--- config.mk ---
export PLATFORM = sky130hd
export DESIGN_NAME = mac_rx
export DESIGN_NICKNAME = d
export VERILOG_FILES = /design/src/source/mac_rx_pkg.sv /design/src/source/rx_preamble_align.sv /design/src/source/rx_frame_tracker.sv /design/src/source/rx_seq_check.sv /design/src/source/rx_fcs_check.sv /design/src/source/rx_status_append.sv /design/src/source/mac_rx.sv
export SDC_FILE = /design/constraint.sdc
export NUM_CORES = 1
export LEC_CHECK = 0
export ABC_AREA = 0
export BUFFER_PORTS_ARGS = -buffer_cell sky130_fd_sc_hd__buf_2
export CORE_ASPECT_RATIO = 0.7
export CORE_MARGIN = 2
export CORE_UTILIZATION = 50
export DETAILED_ROUTE_END_ITERATION = 10
export HOLD_SLACK_MARGIN = 0.12
export PLACE_DENSITY = 0.69
export SYNTH_ARGS = -nofsm -noshare
export SYNTH_HDL_FRONTEND = slang
export SYNTH_HIERARCHICAL = 1
export SYNTH_SLANG_ARGS = --single-unit
--- constraint.sdc ---
create_clock -name clk_125m -period 7.34 [get_ports clk_125m]
set_input_delay 0.734 -clock clk_125m [delete_from_list [all_inputs] [get_ports clk_125m]]
set_output_delay 0.734 -clock clk_125m [all_outputs]
set_load 0.005 [all_outputs]
--- src/source/mac_rx_pkg.sv ---
package mac_rx_pkg;

    // ----------------------------------------------------------------------
    // stream beat and tracker types
    // ----------------------------------------------------------------------
    typedef struct packed {
        logic       valid;
        logic       sop;
        logic       eop;
        logic [7:0] data;
    } rx_byte_t;

    typedef enum logic [2:0] {
        PH_IDLE,
        PH_BODY,
        PH_STATUS,
        PH_FCS,
        PH_END
    } frame_phase_t;

    typedef logic [15:0] byte_idx_t;

    // ----------------------------------------------------------------------
    // frame layout
    // ----------------------------------------------------------------------
    localparam logic [7:0] PREAMBLE_BYTE  = 8'h55;
    localparam logic [7:0] SFD_BYTE       = 8'hd5;
    localparam logic [7:0] END_BYTE       = 8'hfd;
    localparam int         PREAMBLE_COUNT = 7;

    // body positions of sequence number and length, high byte first
    localparam int SEQ_HI_IDX   = 4;
    localparam int SEQ_LO_IDX   = 5;
    localparam int LEN_HI_IDX   = 6;
    localparam int LEN_LO_IDX   = 7;
    localparam int MIN_BODY_LEN = 8;

    // trailer field sizes
    localparam int STATUS_LEN = 2;
    localparam int FCS_LEN    = 4;

    // ----------------------------------------------------------------------
    // crc32, reflected form
    // ----------------------------------------------------------------------
    localparam logic [31:0] CRC_INIT = 32'hffff_ffff;
    localparam logic [31:0] CRC_POLY = 32'hedb8_8320;

    function automatic logic [31:0] crc32_step(input logic [31:0] crc, input logic [7:0] data);
        logic [31:0] c;
        c = crc ^ {24'h00_0000, data};
        // lsb first, one bit per pass
        for (int i = 0; i < 8; i++) begin
            c = c[0] ? ((c >> 1) ^ CRC_POLY) : (c >> 1);
        end
        return c;
    endfunction

endpackage

--- src/source/rx_preamble_align.sv ---
`timescale 1ns/100ps

module rx_preamble_align (
    input  logic                 clk_125m,
    input  logic                 rst_125m,
    input  mac_rx_pkg::rx_byte_t pcs_in,
    output mac_rx_pkg::rx_byte_t beat_d1,
    output logic                 body_start
);
    import mac_rx_pkg::*;

    logic       valid_q;
    logic       sop_q;
    logic       eop_q;
    logic [7:0] data_q;
    logic [2:0] pre_cnt;
    logic       pre_full;
    logic       is_pre;

    // ----------------------------------------------------------------------
    // input register
    // ----------------------------------------------------------------------
    always_ff @(posedge clk_125m or negedge rst_125m) begin
        if (!rst_125m) begin
            valid_q <= 1'b0;
            sop_q   <= 1'b0;
            eop_q   <= 1'b0;
        end else begin
            valid_q <= pcs_in.valid;
            sop_q   <= pcs_in.sop;
            eop_q   <= pcs_in.eop;
        end
    end

    always_ff @(posedge clk_125m) begin
        data_q <= pcs_in.data;
    end

    assign beat_d1 = '{valid: valid_q, sop: sop_q, eop: eop_q, data: data_q};

    // ----------------------------------------------------------------------
    // preamble count
    // ----------------------------------------------------------------------
    assign is_pre     = (beat_d1.data == PREAMBLE_BYTE);
    assign pre_full   = (pre_cnt == 3'(PREAMBLE_COUNT));
    assign body_start = beat_d1.valid && !beat_d1.sop && pre_full &&
                        (beat_d1.data == SFD_BYTE);

    always_ff @(posedge clk_125m or negedge rst_125m) begin
        if (!rst_125m) begin
            pre_cnt <= 3'd0;
        end else if (beat_d1.valid) begin
            if (beat_d1.sop) begin
                pre_cnt <= is_pre ? 3'd1 : 3'd0;
            end else if (is_pre && pre_cnt != 3'd0 && !pre_full) begin
                pre_cnt <= pre_cnt + 3'd1;
            end else begin
                // delimiter, foreign byte or an eighth 0x55
                pre_cnt <= 3'd0;
            end
        end
    end

endmodule

--- src/source/rx_frame_tracker.sv ---
`timescale 1ns/100ps

module rx_frame_tracker (
    input  logic                     clk_125m,
    input  logic                     rst_125m,
    input  mac_rx_pkg::rx_byte_t     beat_d1,
    input  logic                     body_start,
    output mac_rx_pkg::frame_phase_t phase,
    output mac_rx_pkg::byte_idx_t    idx,
    output logic                     beat_take,
    output logic                     frame_close,
    output logic                     len_err
);
    import mac_rx_pkg::*;

    logic        in_frame;
    logic        lost_eop;
    logic        good_end;
    logic        end_byte_bad;
    logic        len_short;
    logic        body_last;
    logic [15:0] len_q;
    logic [15:0] cur_len;

    // ----------------------------------------------------------------------
    // beat classification
    // ----------------------------------------------------------------------
    assign in_frame  = (phase != PH_IDLE);

    // an sop inside the frame belongs to the next one
    assign beat_take = beat_d1.valid && in_frame && !beat_d1.sop;

    // end byte already passed without eop
    assign lost_eop  = beat_take && (phase == PH_END) && (idx != '0);

    assign frame_close = beat_d1.valid && in_frame &&
                         (beat_d1.sop || beat_d1.eop || lost_eop);

    assign good_end     = beat_take && (phase == PH_END) && (idx == '0) && beat_d1.eop;
    assign end_byte_bad = beat_take && (phase == PH_END) && (idx == '0) &&
                          (beat_d1.data != END_BYTE);

    // ----------------------------------------------------------------------
    // length field
    // ----------------------------------------------------------------------
    always_ff @(posedge clk_125m) begin
        if (beat_take && phase == PH_BODY) begin
            if (idx == byte_idx_t'(LEN_HI_IDX)) begin
                len_q[15:8] <= beat_d1.data;
            end
            if (idx == byte_idx_t'(LEN_LO_IDX)) begin
                len_q[7:0] <= beat_d1.data;
            end
        end
    end

    // low byte bypass so a length of 8 ends on this very beat
    assign cur_len = (idx == byte_idx_t'(LEN_LO_IDX)) ? {len_q[15:8], beat_d1.data} : len_q;

    assign len_short = beat_take && (phase == PH_BODY) &&
                       (idx == byte_idx_t'(LEN_LO_IDX)) &&
                       (cur_len < 16'(MIN_BODY_LEN));

    assign body_last = (idx >= byte_idx_t'(LEN_LO_IDX)) &&
                       (({1'b0, idx} + 17'd1) >= {1'b0, cur_len});

    // ----------------------------------------------------------------------
    // phase walk
    // ----------------------------------------------------------------------
    always_ff @(posedge clk_125m or negedge rst_125m) begin
        if (!rst_125m) begin
            phase   <= PH_IDLE;
            idx     <= '0;
            len_err <= 1'b0;
        end else if (body_start) begin
            phase   <= PH_BODY;
            idx     <= '0;
            len_err <= 1'b0;
        end else if (frame_close) begin
            phase   <= PH_IDLE;
            idx     <= '0;
            len_err <= len_err || !good_end || end_byte_bad;
        end else if (beat_take) begin
            len_err <= len_err || len_short || end_byte_bad;
            case (phase)
                PH_BODY: begin
                    if (body_last) begin
                        phase <= PH_STATUS;
                        idx   <= '0;
                    end else begin
                        idx <= idx + 16'd1;
                    end
                end
                PH_STATUS: begin
                    if (idx == byte_idx_t'(STATUS_LEN - 1)) begin
                        phase <= PH_FCS;
                        idx   <= '0;
                    end else begin
                        idx <= idx + 16'd1;
                    end
                end
                PH_FCS: begin
                    if (idx == byte_idx_t'(FCS_LEN - 1)) begin
                        phase <= PH_END;
                        idx   <= '0;
                    end else begin
                        idx <= idx + 16'd1;
                    end
                end
                // end byte seen without eop, next beat closes
                PH_END:  idx <= 16'd1;
                default: idx <= '0;
            endcase
        end
    end

endmodule

--- src/source/rx_seq_check.sv ---
`timescale 1ns/100ps

module rx_seq_check #(
    parameter int SEQ_CHECK_EN = 1
) (
    input  logic                     clk_125m,
    input  logic                     rst_125m,
    input  mac_rx_pkg::rx_byte_t     beat_d1,
    input  mac_rx_pkg::frame_phase_t phase,
    input  mac_rx_pkg::byte_idx_t    idx,
    input  logic                     beat_take,
    output logic                     seq_err
);
    import mac_rx_pkg::*;

    logic        body_beat;
    logic [7:0]  seq_hi_q;
    logic [15:0] seq_prev_q;
    logic [15:0] seq_now;

    assign body_beat = beat_take && (phase == PH_BODY);
    assign seq_now   = {seq_hi_q, beat_d1.data};

    always_ff @(posedge clk_125m) begin
        if (body_beat && idx == byte_idx_t'(SEQ_HI_IDX)) begin
            seq_hi_q <= beat_d1.data;
        end
    end

    // previous number follows every frame that reaches the low byte
    always_ff @(posedge clk_125m or negedge rst_125m) begin
        if (!rst_125m) begin
            seq_prev_q <= 16'h0000;
            seq_err    <= 1'b0;
        end else if (body_beat && idx == '0) begin
            seq_err <= 1'b0;
        end else if (body_beat && idx == byte_idx_t'(SEQ_LO_IDX)) begin
            seq_prev_q <= seq_now;
            seq_err    <= (SEQ_CHECK_EN != 0) && (seq_now != seq_prev_q + 16'd1);
        end
    end

endmodule

--- src/source/rx_fcs_check.sv ---
`timescale 1ns/100ps

module rx_fcs_check (
    input  logic                     clk_125m,
    input  logic                     rst_125m,
    input  mac_rx_pkg::rx_byte_t     beat_d1,
    input  mac_rx_pkg::frame_phase_t phase,
    input  mac_rx_pkg::byte_idx_t    idx,
    input  logic                     beat_take,
    input  logic                     frame_close,
    output logic                     crc_err
);
    import mac_rx_pkg::*;

    logic        body_first;
    logic        crc_beat;
    logic        fcs_beat;
    logic        fcs_last;
    logic [31:0] crc_q;
    logic [23:0] fcs_q;
    logic [31:0] fcs_rx;

    // ----------------------------------------------------------------------
    // covered bytes and fcs field
    // ----------------------------------------------------------------------
    assign body_first = beat_take && (phase == PH_BODY) && (idx == '0);
    assign crc_beat   = beat_take && (phase == PH_BODY || phase == PH_STATUS);
    assign fcs_beat   = beat_take && (phase == PH_FCS);
    assign fcs_last   = fcs_beat && (idx == byte_idx_t'(FCS_LEN - 1));

    // full field including the byte on the bus, msb first
    assign fcs_rx = {fcs_q, beat_d1.data};

    always_ff @(posedge clk_125m) begin
        if (body_first) begin
            crc_q <= crc32_step(CRC_INIT, beat_d1.data);
        end else if (crc_beat) begin
            crc_q <= crc32_step(crc_q, beat_d1.data);
        end
        if (fcs_beat) begin
            fcs_q <= {fcs_q[15:0], beat_d1.data};
        end
    end

    // ----------------------------------------------------------------------
    // compare
    // ----------------------------------------------------------------------
    always_ff @(posedge clk_125m or negedge rst_125m) begin
        if (!rst_125m) begin
            crc_err <= 1'b0;
        end else begin
            if (body_first) begin
                crc_err <= 1'b0;
            end
            if (fcs_last) begin
                crc_err <= (fcs_rx != ~crc_q);
            end
            // closed before the fcs was complete
            if (frame_close && phase != PH_END && !fcs_last) begin
                crc_err <= 1'b1;
            end
        end
    end

endmodule

--- src/source/rx_status_append.sv ---
`timescale 1ns/100ps

module rx_status_append (
    input  logic                     clk_125m,
    input  logic                     rst_125m,
    input  logic                     cfg_err,
    input  mac_rx_pkg::rx_byte_t     beat_d1,
    input  mac_rx_pkg::frame_phase_t phase,
    input  mac_rx_pkg::byte_idx_t    idx,
    input  logic                     beat_take,
    input  logic                     frame_close,
    input  logic                     len_err,
    input  logic                     seq_err,
    input  logic                     crc_err,
    output mac_rx_pkg::rx_byte_t     rx_out
);
    import mac_rx_pkg::*;

    logic       cfg_meta_q;
    logic       cfg_sync_q;
    logic       close_d1_q;
    logic       close_d2_q;
    logic [7:0] stat_hi_q;
    logic [3:0] stat_lo_q;
    logic       fwd;
    logic       out_valid_q;
    logic       out_sop_q;
    logic       out_eop_q;
    logic [7:0] out_data_q;

    // ----------------------------------------------------------------------
    // cfg_err sync and close delay line
    // ----------------------------------------------------------------------
    always_ff @(posedge clk_125m or negedge rst_125m) begin
        if (!rst_125m) begin
            cfg_meta_q <= 1'b0;
            cfg_sync_q <= 1'b0;
            close_d1_q <= 1'b0;
            close_d2_q <= 1'b0;
        end else begin
            cfg_meta_q <= cfg_err;
            cfg_sync_q <= cfg_meta_q;
            close_d1_q <= frame_close;
            close_d2_q <= close_d1_q;
        end
    end

    // link status word, low nibble is all that goes out
    always_ff @(posedge clk_125m) begin
        if (beat_take && phase == PH_STATUS) begin
            if (idx == '0) begin
                stat_hi_q <= beat_d1.data;
            end else begin
                stat_lo_q <= beat_d1.data[3:0];
            end
        end
    end

    // ----------------------------------------------------------------------
    // output stream
    // ----------------------------------------------------------------------
    assign fwd = beat_take && (phase == PH_BODY);

    always_ff @(posedge clk_125m or negedge rst_125m) begin
        if (!rst_125m) begin
            out_valid_q <= 1'b0;
            out_sop_q   <= 1'b0;
            out_eop_q   <= 1'b0;
        end else begin
            out_valid_q <= fwd || close_d1_q || close_d2_q;
            out_sop_q   <= fwd && (idx == '0);
            out_eop_q   <= close_d2_q;
        end
    end

    always_ff @(posedge clk_125m) begin
        if (close_d1_q) begin
            out_data_q <= stat_hi_q;
        end else if (close_d2_q) begin
            out_data_q <= {cfg_sync_q, len_err, seq_err, crc_err, stat_lo_q};
        end else begin
            out_data_q <= beat_d1.data;
        end
    end

    assign rx_out = '{valid: out_valid_q, sop: out_sop_q, eop: out_eop_q, data: out_data_q};

endmodule

--- src/source/mac_rx.sv ---
`timescale 1ns/100ps

module mac_rx #(
    parameter int SEQ_CHECK_EN = 1
) (
    input  logic                 clk_125m,
    input  logic                 rst_125m,
    input  logic                 cfg_err,
    input  mac_rx_pkg::rx_byte_t pcs_in,
    output mac_rx_pkg::rx_byte_t rx_out
);
    import mac_rx_pkg::*;

    rx_byte_t     beat_d1;
    logic         body_start;
    frame_phase_t phase;
    byte_idx_t    idx;
    logic         beat_take;
    logic         frame_close;
    logic         len_err;
    logic         seq_err;
    logic         crc_err;

    // ----------------------------------------------------------------------
    // front end and frame position
    // ----------------------------------------------------------------------
    rx_preamble_align u_align (
        .clk_125m   (clk_125m),
        .rst_125m   (rst_125m),
        .pcs_in     (pcs_in),
        .beat_d1    (beat_d1),
        .body_start (body_start)
    );

    rx_frame_tracker u_tracker (
        .clk_125m    (clk_125m),
        .rst_125m    (rst_125m),
        .beat_d1     (beat_d1),
        .body_start  (body_start),
        .phase       (phase),
        .idx         (idx),
        .beat_take   (beat_take),
        .frame_close (frame_close),
        .len_err     (len_err)
    );

    // ----------------------------------------------------------------------
    // checks and output
    // ----------------------------------------------------------------------
    rx_seq_check #(
        .SEQ_CHECK_EN (SEQ_CHECK_EN)
    ) u_seq (
        .clk_125m  (clk_125m),
        .rst_125m  (rst_125m),
        .beat_d1   (beat_d1),
        .phase     (phase),
        .idx       (idx),
        .beat_take (beat_take),
        .seq_err   (seq_err)
    );

    rx_fcs_check u_fcs (
        .clk_125m    (clk_125m),
        .rst_125m    (rst_125m),
        .beat_d1     (beat_d1),
        .phase       (phase),
        .idx         (idx),
        .beat_take   (beat_take),
        .frame_close (frame_close),
        .crc_err     (crc_err)
    );

    rx_status_append u_status (
        .clk_125m    (clk_125m),
        .rst_125m    (rst_125m),
        .cfg_err     (cfg_err),
        .beat_d1     (beat_d1),
        .phase       (phase),
        .idx         (idx),
        .beat_take   (beat_take),
        .frame_close (frame_close),
        .len_err     (len_err),
        .seq_err     (seq_err),
        .crc_err     (crc_err),
        .rx_out      (rx_out)
    );

endmodule

* After elaboration in Yosys (flattened, before gate mapping)
Cells that the tools add are included.
Operators by class: add/sub/neg operators 4, multiply operators 0, divide/modulo/power cells 0, $lt $le $gt $ge 3, equal/unequal tests 20, shifts and indexed selects 0, mux-type cells 46, bitwise operators 21, reduce and logical (&&, ||, !) cells 54
Operators with widths (number):
- $mux 32 | 18
- $not 13->14 | 16
- $mux 16 | 6
- $eq 16x3->1 const B | 4
- $pmux 16 s4 | 1
- $add 16x1->16 const B | 2
- $ne 32x32->1 | 1
- $not 32->32 | 1
- $not 8->32 | 1
- $xor 32x8->32 | 1
- $logic_and 1x1->1 | 26
- $mux 3 | 8
- $mux 8 | 3
- $add 16x1->17 const B | 1
- $ge 17x16->1 | 1
- $eq 16x1->1 const B | 1
- $eq 16x2->1 const B | 1
- $ge 16x3->1 const B | 1
- $logic_not 16->1 | 1
- $lt 16x4->1 const B | 1
- $ne 16x16->1 | 1
- $reduce_bool 16->1 | 1
- $ne 4x3->1 const B | 3
- $reduce_bool 3->1 | 4
- other kinds (17) | 44
Word-level totals: register bits 159, bits in latches 0, memory bits (writable) 0, bits in read-only memories 0, bits of input ports 14, word-level logic and storage cells 174, memories kept 0

* Longest topological paths before layout
depth after elaboration 19, depth in mapped cells 15

* Hierarchy
The synthesis kept the hierarchy.
By module, submodules not included:
- rx_fcs_check | times used 1, cells an instance 294, area each 3746.1 µm², sequential area each 1706.6 µm²
- rx_frame_tracker | times used 1, cells an instance 257, area each 2467.4 µm², sequential area each 980.9 µm²
- rx_seq_check | times used 1, cells an instance 142, area each 1498.9 µm², sequential area each 665.6 µm²
- rx_status_append | times used 1, cells an instance 69, area each 979.7 µm², sequential area each 695.7 µm²
- rx_preamble_align | times used 1, cells an instance 38, area each 488.0 µm², sequential area each 310.3 µm²

* Worst setup path after synthesis
No wires, ideal clock.
kind register to register, start point reg u_tracker.phase[1], end point reg u_fcs.crc_q[0], enable pin, arrival 3.483 ns, required time 6.872 ns, path slack 3.389 ns, cell stages (with the launch flop) 5, path buffers 1, period minus slack after synthesis 3.951 ns, cells stage by stage dfrtp_1 -> clkbuf_1 -> o31ai_1 -> nor2_1 -> nor3b_1
Between the ends: word-level cells in the longest chain between the ends 6, elaborated cells on any way between the ends 10, classes of those cells eq/ne (2); reduce/logical (8)
Ends and longest elaborated chain:
- start: declaration | RTL line rx_frame_tracker.sv:8 | output mac_rx_pkg::frame_phase_t phase,
- start signal: assignment | RTL line rx_frame_tracker.sv:72 | phase <= PH_IDLE;
- start signal: assignment | RTL line rx_frame_tracker.sv:76 | phase <= PH_BODY;
- start signal: assignment | RTL line rx_frame_tracker.sv:80 | phase <= PH_IDLE;
- $reduce_bool 3->1 (*) | RTL line rx_frame_tracker.sv:28 | assign in_frame = (phase != PH_IDLE);
- $logic_and 1x1->1 (*) (2 in series) | RTL line rx_frame_tracker.sv:31 | assign beat_take = beat_d1.valid && in_frame && !beat_d1.sop;
- named net beat_take | RTL line mac_rx.sv:18 | logic beat_take;
- $logic_and 1x1->1 (2 in series) | RTL line rx_fcs_check.sv:26 | assign body_first = beat_take && (phase == PH_BODY) && (idx == '0);
- $reduce_bool 2->1 (no line) (*)
- end signal: assignment | RTL line rx_fcs_check.sv:36 | crc_q <= crc32_step(CRC_INIT, beat_d1.data);
- end signal: assignment | RTL line rx_fcs_check.sv:38 | crc_q <= crc32_step(crc_q, beat_d1.data);
- end: declaration | RTL line rx_fcs_check.sv:19 | logic [31:0] crc_q;
The timed path passes the listed nets; every way through them passes the cells marked *. A chain may end at the register's enable or synchronous reset.

* Worst setup path in the final report
start point reg u_tracker.idx[0], end point reg u_tracker.idx[0]
Between the ends: word-level cells in the longest chain between the ends 9, elaborated cells on any way between the ends 21, classes of those cells add/sub (2); order compare (2); eq/ne (3); mux (8); reduce/logical (6)
Ends and longest elaborated chain:
- start: declaration | RTL line rx_frame_tracker.sv:9 | output mac_rx_pkg::byte_idx_t idx,
- start signal: assignment | RTL line rx_frame_tracker.sv:91 | idx <= idx + 16'd1;
- start signal: assignment | RTL line rx_frame_tracker.sv:99 | idx <= idx + 16'd1;
- start signal: assignment | RTL line rx_frame_tracker.sv:107 | idx <= idx + 16'd1;
- branches (longest 9 deep; another with $add 16x1->17)
Several ways; the timed one is not identified. The select of a mux whose other input is x is not followed.

==> results.rst <==
.. list-table::
   :header-rows: 1

   * - Metric
     - Value
   * - Outcome
     - completed
   * - Count leader, synth
     - sky130_fd_sc_hd__xnor2_1
   * - Final setup violation count
     - 0
   * - Number of synthesized flops with an enable pin
     - a little over 90
   * - Vias
     - around 6300
   * - Htree depth
     - 4
   * - Worst Hold End
     - u_status/cfg_sync_q
   * - Area share of the largest cell type after synthesis
     - 0.301
   * - Final Hold Slack
     - 0.360 ns
   * - Worst Setup End Kind
     - flip-flop
   * - Setup Total Neg Slack
     - 0 ns
   * - Slew at the pin closest to its max-slew limit
     - about 1.2 ns
   * - Top-level I/O count
     - 25
   * - Critical Path AT
     - roughly 4.7 ns
   * - Destination of the worst register-to-register timing path
     - u_tracker/idx[0]
   * - Post-synth design cell area
     - a little over 9000 um2
   * - Pin count of the biggest net entering global routing
     - 52
   * - Routed length per instance
     - ~20 um
   * - Placed cells
     - ~1000
   * - Worst Path Class, Setup
     - flip-flop to flip-flop
   * - Beginning of the worst register-to-register path
     - u_tracker/idx[0]
   * - Worst endpoint required time
     - about 7.6 ns
   * - Kind of start point of the critical path
     - flip-flop
   * - Clk pin slew, worst setup/hold paths
     - roughly 0.07 ns
   * - Clock network latency to the later pin of the worst-skew pair
     - between 0.4 and 0.5 ns
   * - Wire length of the first global-routing pass
     - approximately 35000 um
   * - TritonCTS clock tree
     - yes
   * - Number of nets in the final layout
     - around 860
   * - Initial detailed-routing violation count
     - between 600 and 700
   * - Area inside the core boundary
     - 18000 um2
   * - Placed cell areas
     - 9520 um2
   * - Buffer type at the clock tree root
     - sky130_fd_sc_hd__clkbuf_16
   * - Met3 Track Usage GR
     - 0.0513
   * - Worst Setup Slack post-DPL
     - a little over 3 ns
   * - Post-Syn Instances
     - 800
   * - Max Fanout on Critical Path
     - 13
   * - TritonRoute pass-1 iters
     - 5
   * - Number of instances on the worst hold path
     - 0
   * - Final hold viol count
     - 0
   * - GR Layer Usage met2
     - 0.330
   * - Yosys Warn Count
     - 6
   * - Register bit count reported by yosys
     - 159
   * - Main synth FF type
     - sky130_fd_sc_hd__edfxtp_1
   * - Weighted congestion at the end of routability-driven global placement
     - between 0.9 and 1
   * - Top cells by count, synth
     - sky130_fd_sc_hd__xnor2_1 (116), sky130_fd_sc_hd__edfxtp_1 (92), sky130_fd_sc_hd__nand2_1 (67)
   * - Resize count post-CTS
     - 0
   * - Setup repair after global routing missed its margin
     - false
   * - Number of buffers added by the clock tree synthesis step
     - 17
   * - Max-slew headroom
     - 0.191
   * - Port Buffer Count
     - 24
   * - Height of the die
     - 117 um
   * - Global-route total usage across every layer
     - 0.229
   * - Distinct cell type count after synthesis
     - about 80
   * - Number of max-cap violations
     - 0
   * - IR drop worst, VDD
     - 0.144 mV
   * - Die span in x
     - ~170 um
   * - Setup bufs post-CTS
     - 0
   * - Hold-fix buffers at CTS
     - 0
   * - Number of nets with antenna violations after routing
     - 0
   * - Worst Skew
     - 0.0128 ns
   * - Antenna violations before repair
     - 0
   * - Vias in the first global route
     - between 6000 and 7000
   * - Remaining global-route overflow
     - 0
   * - Path category of the worst min-delay check
     - flip-flop to flip-flop
   * - Portion of the clock cycle consumed by the worst path in the final layout
     - 0.599
   * - Global route hottest layer
     - met1
   * - Synthesized area divided by synthesized cell count
     - 11.5 um2
   * - Overall power
     - 2.05 mW
   * - Initial cell density of the core
     - 0.510
   * - Count of antenna diodes in the layout
     - 0
   * - Layout overhead on the synthesized area
     - 10.2%
   * - Via density
     - a little under 6
   * - Placement row count
     - ~40
   * - Number of remaining DRC errors
     - 0
   * - Power per unit of standard cell area
     - 203 nW/um2
   * - Sequential element share of the synthesized area
     - 0.475
   * - Die ar.
     - between 15000 and 20000 um2
   * - Achievable frequency
     - 227 MHz
   * - Sinks on Clock Net
     - 159
   * - HPWL after detailed placement
     - about 15000 um
   * - Async SR Flop Fraction
     - 0.321
   * - Worst-case reg-to-reg path depth
     - 13
   * - Hold Startpoint
     - u_status/cfg_meta_q
   * - Final min period
     - 4.40 ns
   * - Final instance area
     - slightly above 10000 um2
   * - Dominant cells by area after synthesis
     - sky130_fd_sc_hd__edfxtp_1 (30%), sky130_fd_sc_hd__dfrtp_1 (14%), sky130_fd_sc_hd__xnor2_1 (11%)
   * - Max Slew Vio Count
     - 0
   * - Proportion of layout cells with a drive suffix above 1
     - 0.148
   * - Total wirelength of the detailed-routed design
     - between 20000 and 25000 um
   * - Final Worst Setup Slack
     - a little under 3 ns
   * - Internal reg-to-reg setup slack
     - between 2 and 3 ns
   * - Top cell type by total area after synthesis
     - sky130_fd_sc_hd__edfxtp_1
   * - Met1 layer usage reported by global route
     - 0.342
   * - Count of non-filler cells in the finished layout
     - roughly 1100
   * - Worst-case clock buffer depth
     - 2
   * - Leakage dissipation
     - 3.81 nW
   * - Syn Nets
     - 839
   * - Util after Layout
     - 0.562
==> power by group <==
part	internal, mW	leakage, nW	total (mW)	switching (mW)
Combinational	0.0890	1.87	0.195	0.106
Clock	0.526	0.286	0.893	0.367
Sequential	0.959	1.66	0.963	0.00365
==> cell families after synthesis <==
logic type	after synthesis	share of synthesized area
buffers and inverters	65	0.0350
xor gates and xnor gates	174	0.192
DFF	159	0.475
adders and majority gates	25	0.0341
AOI/OAI and AO/OA	101	0.0750
muxes	40	0.0457
and+or+nand+nor	236	0.143
==> final cells by class <==
cell class / count / area [um2]
Sequential cell: 159 / 4360
Inverter: 30 / 113
Clock buffer: 22 / 465
Multi-Input combinational cell: 576 / 4520
Fill cell: 1488 / 7890
Clock inverter: 10 / 123
Tap cell: 236 / 295
Timing Repair Buffer: 40 / 240
==> sequential cells by signal (all words and copies together) (netlist names), 3 cells and up <==
register and cells:
u_tracker/len_q 16, u_align/data_q 8, u_align/pre_cnt 3, u_fcs/crc_q 32
u_status/out_data_q 8, u_seq/seq_hi_q 8, u_tracker/idx 16, u_fcs/fcs_q 24
u_status/stat_lo_q 4, u_status/stat_hi_q 8, u_tracker/phase 3, u_seq/seq_prev_q 16
==> metal layers <==
layer  up-vias  part of all wire
li1       2915                 -
met4         0             0.018
met1      3114              0.48
met3        36             0.069
met5         -                 0
met2       244              0.43
==> worst max path at each step <==
stage | startpoint | slack [ns] | to
floorplan | u_tracker/phase[1] | 3.39 | u_fcs/crc_q[0]
global placement | u_tracker/idx[0] | 3.22 | u_tracker/idx[0]
detailed placement | u_tracker/idx[0] | 3.07 | u_tracker/idx[0]
CTS | u_tracker/idx[0] | 3.07 | u_tracker/idx[9]
global route | u_tracker/idx[0] | 2.74 | u_tracker/idx[10]
finish | u_tracker/idx[0] | 2.94 | u_tracker/idx[0]
==> placed cells by master, fill, tap and decap left out, types with 19 or more instances in the layout <==
master,instances
sky130_fd_sc_hd__buf_2,24
sky130_fd_sc_hd__dfrtp_1,51
sky130_fd_sc_hd__edfxtp_1,92
sky130_fd_sc_hd__ha_1,25
sky130_fd_sc_hd__inv_1,30
sky130_fd_sc_hd__mux2i_1,25
sky130_fd_sc_hd__nand2_1,67
sky130_fd_sc_hd__nor2_1,37
sky130_fd_sc_hd__nor4_1,19
sky130_fd_sc_hd__o21ai_0,26
sky130_fd_sc_hd__xnor2_1,116
sky130_fd_sc_hd__xor2_1,40
==> critical path, stage by stage (launching register included) <==
cell and delay (ns):
sky130_fd_sc_hd__dfrtp_1 0.60, sky130_fd_sc_hd__ha_1 0.31, sky130_fd_sc_hd__nand2_1 0.14, sky130_fd_sc_hd__or4b_1 0.66, sky130_fd_sc_hd__nor2_1 0.22, sky130_fd_sc_hd__and3_1 0.19
sky130_fd_sc_hd__xor2_1 0.09, sky130_fd_sc_hd__ha_1 0.32, sky130_fd_sc_hd__nand3_1 0.10, sky130_fd_sc_hd__or4_1 0.53, sky130_fd_sc_hd__o221a_1 0.24, sky130_fd_sc_hd__o211a_2 0.21
sky130_fd_sc_hd__o21ai_1 0.49, sky130_fd_sc_hd__o22ai_1 0.15
No activity file was read; power rests on OpenSTA's default activity.
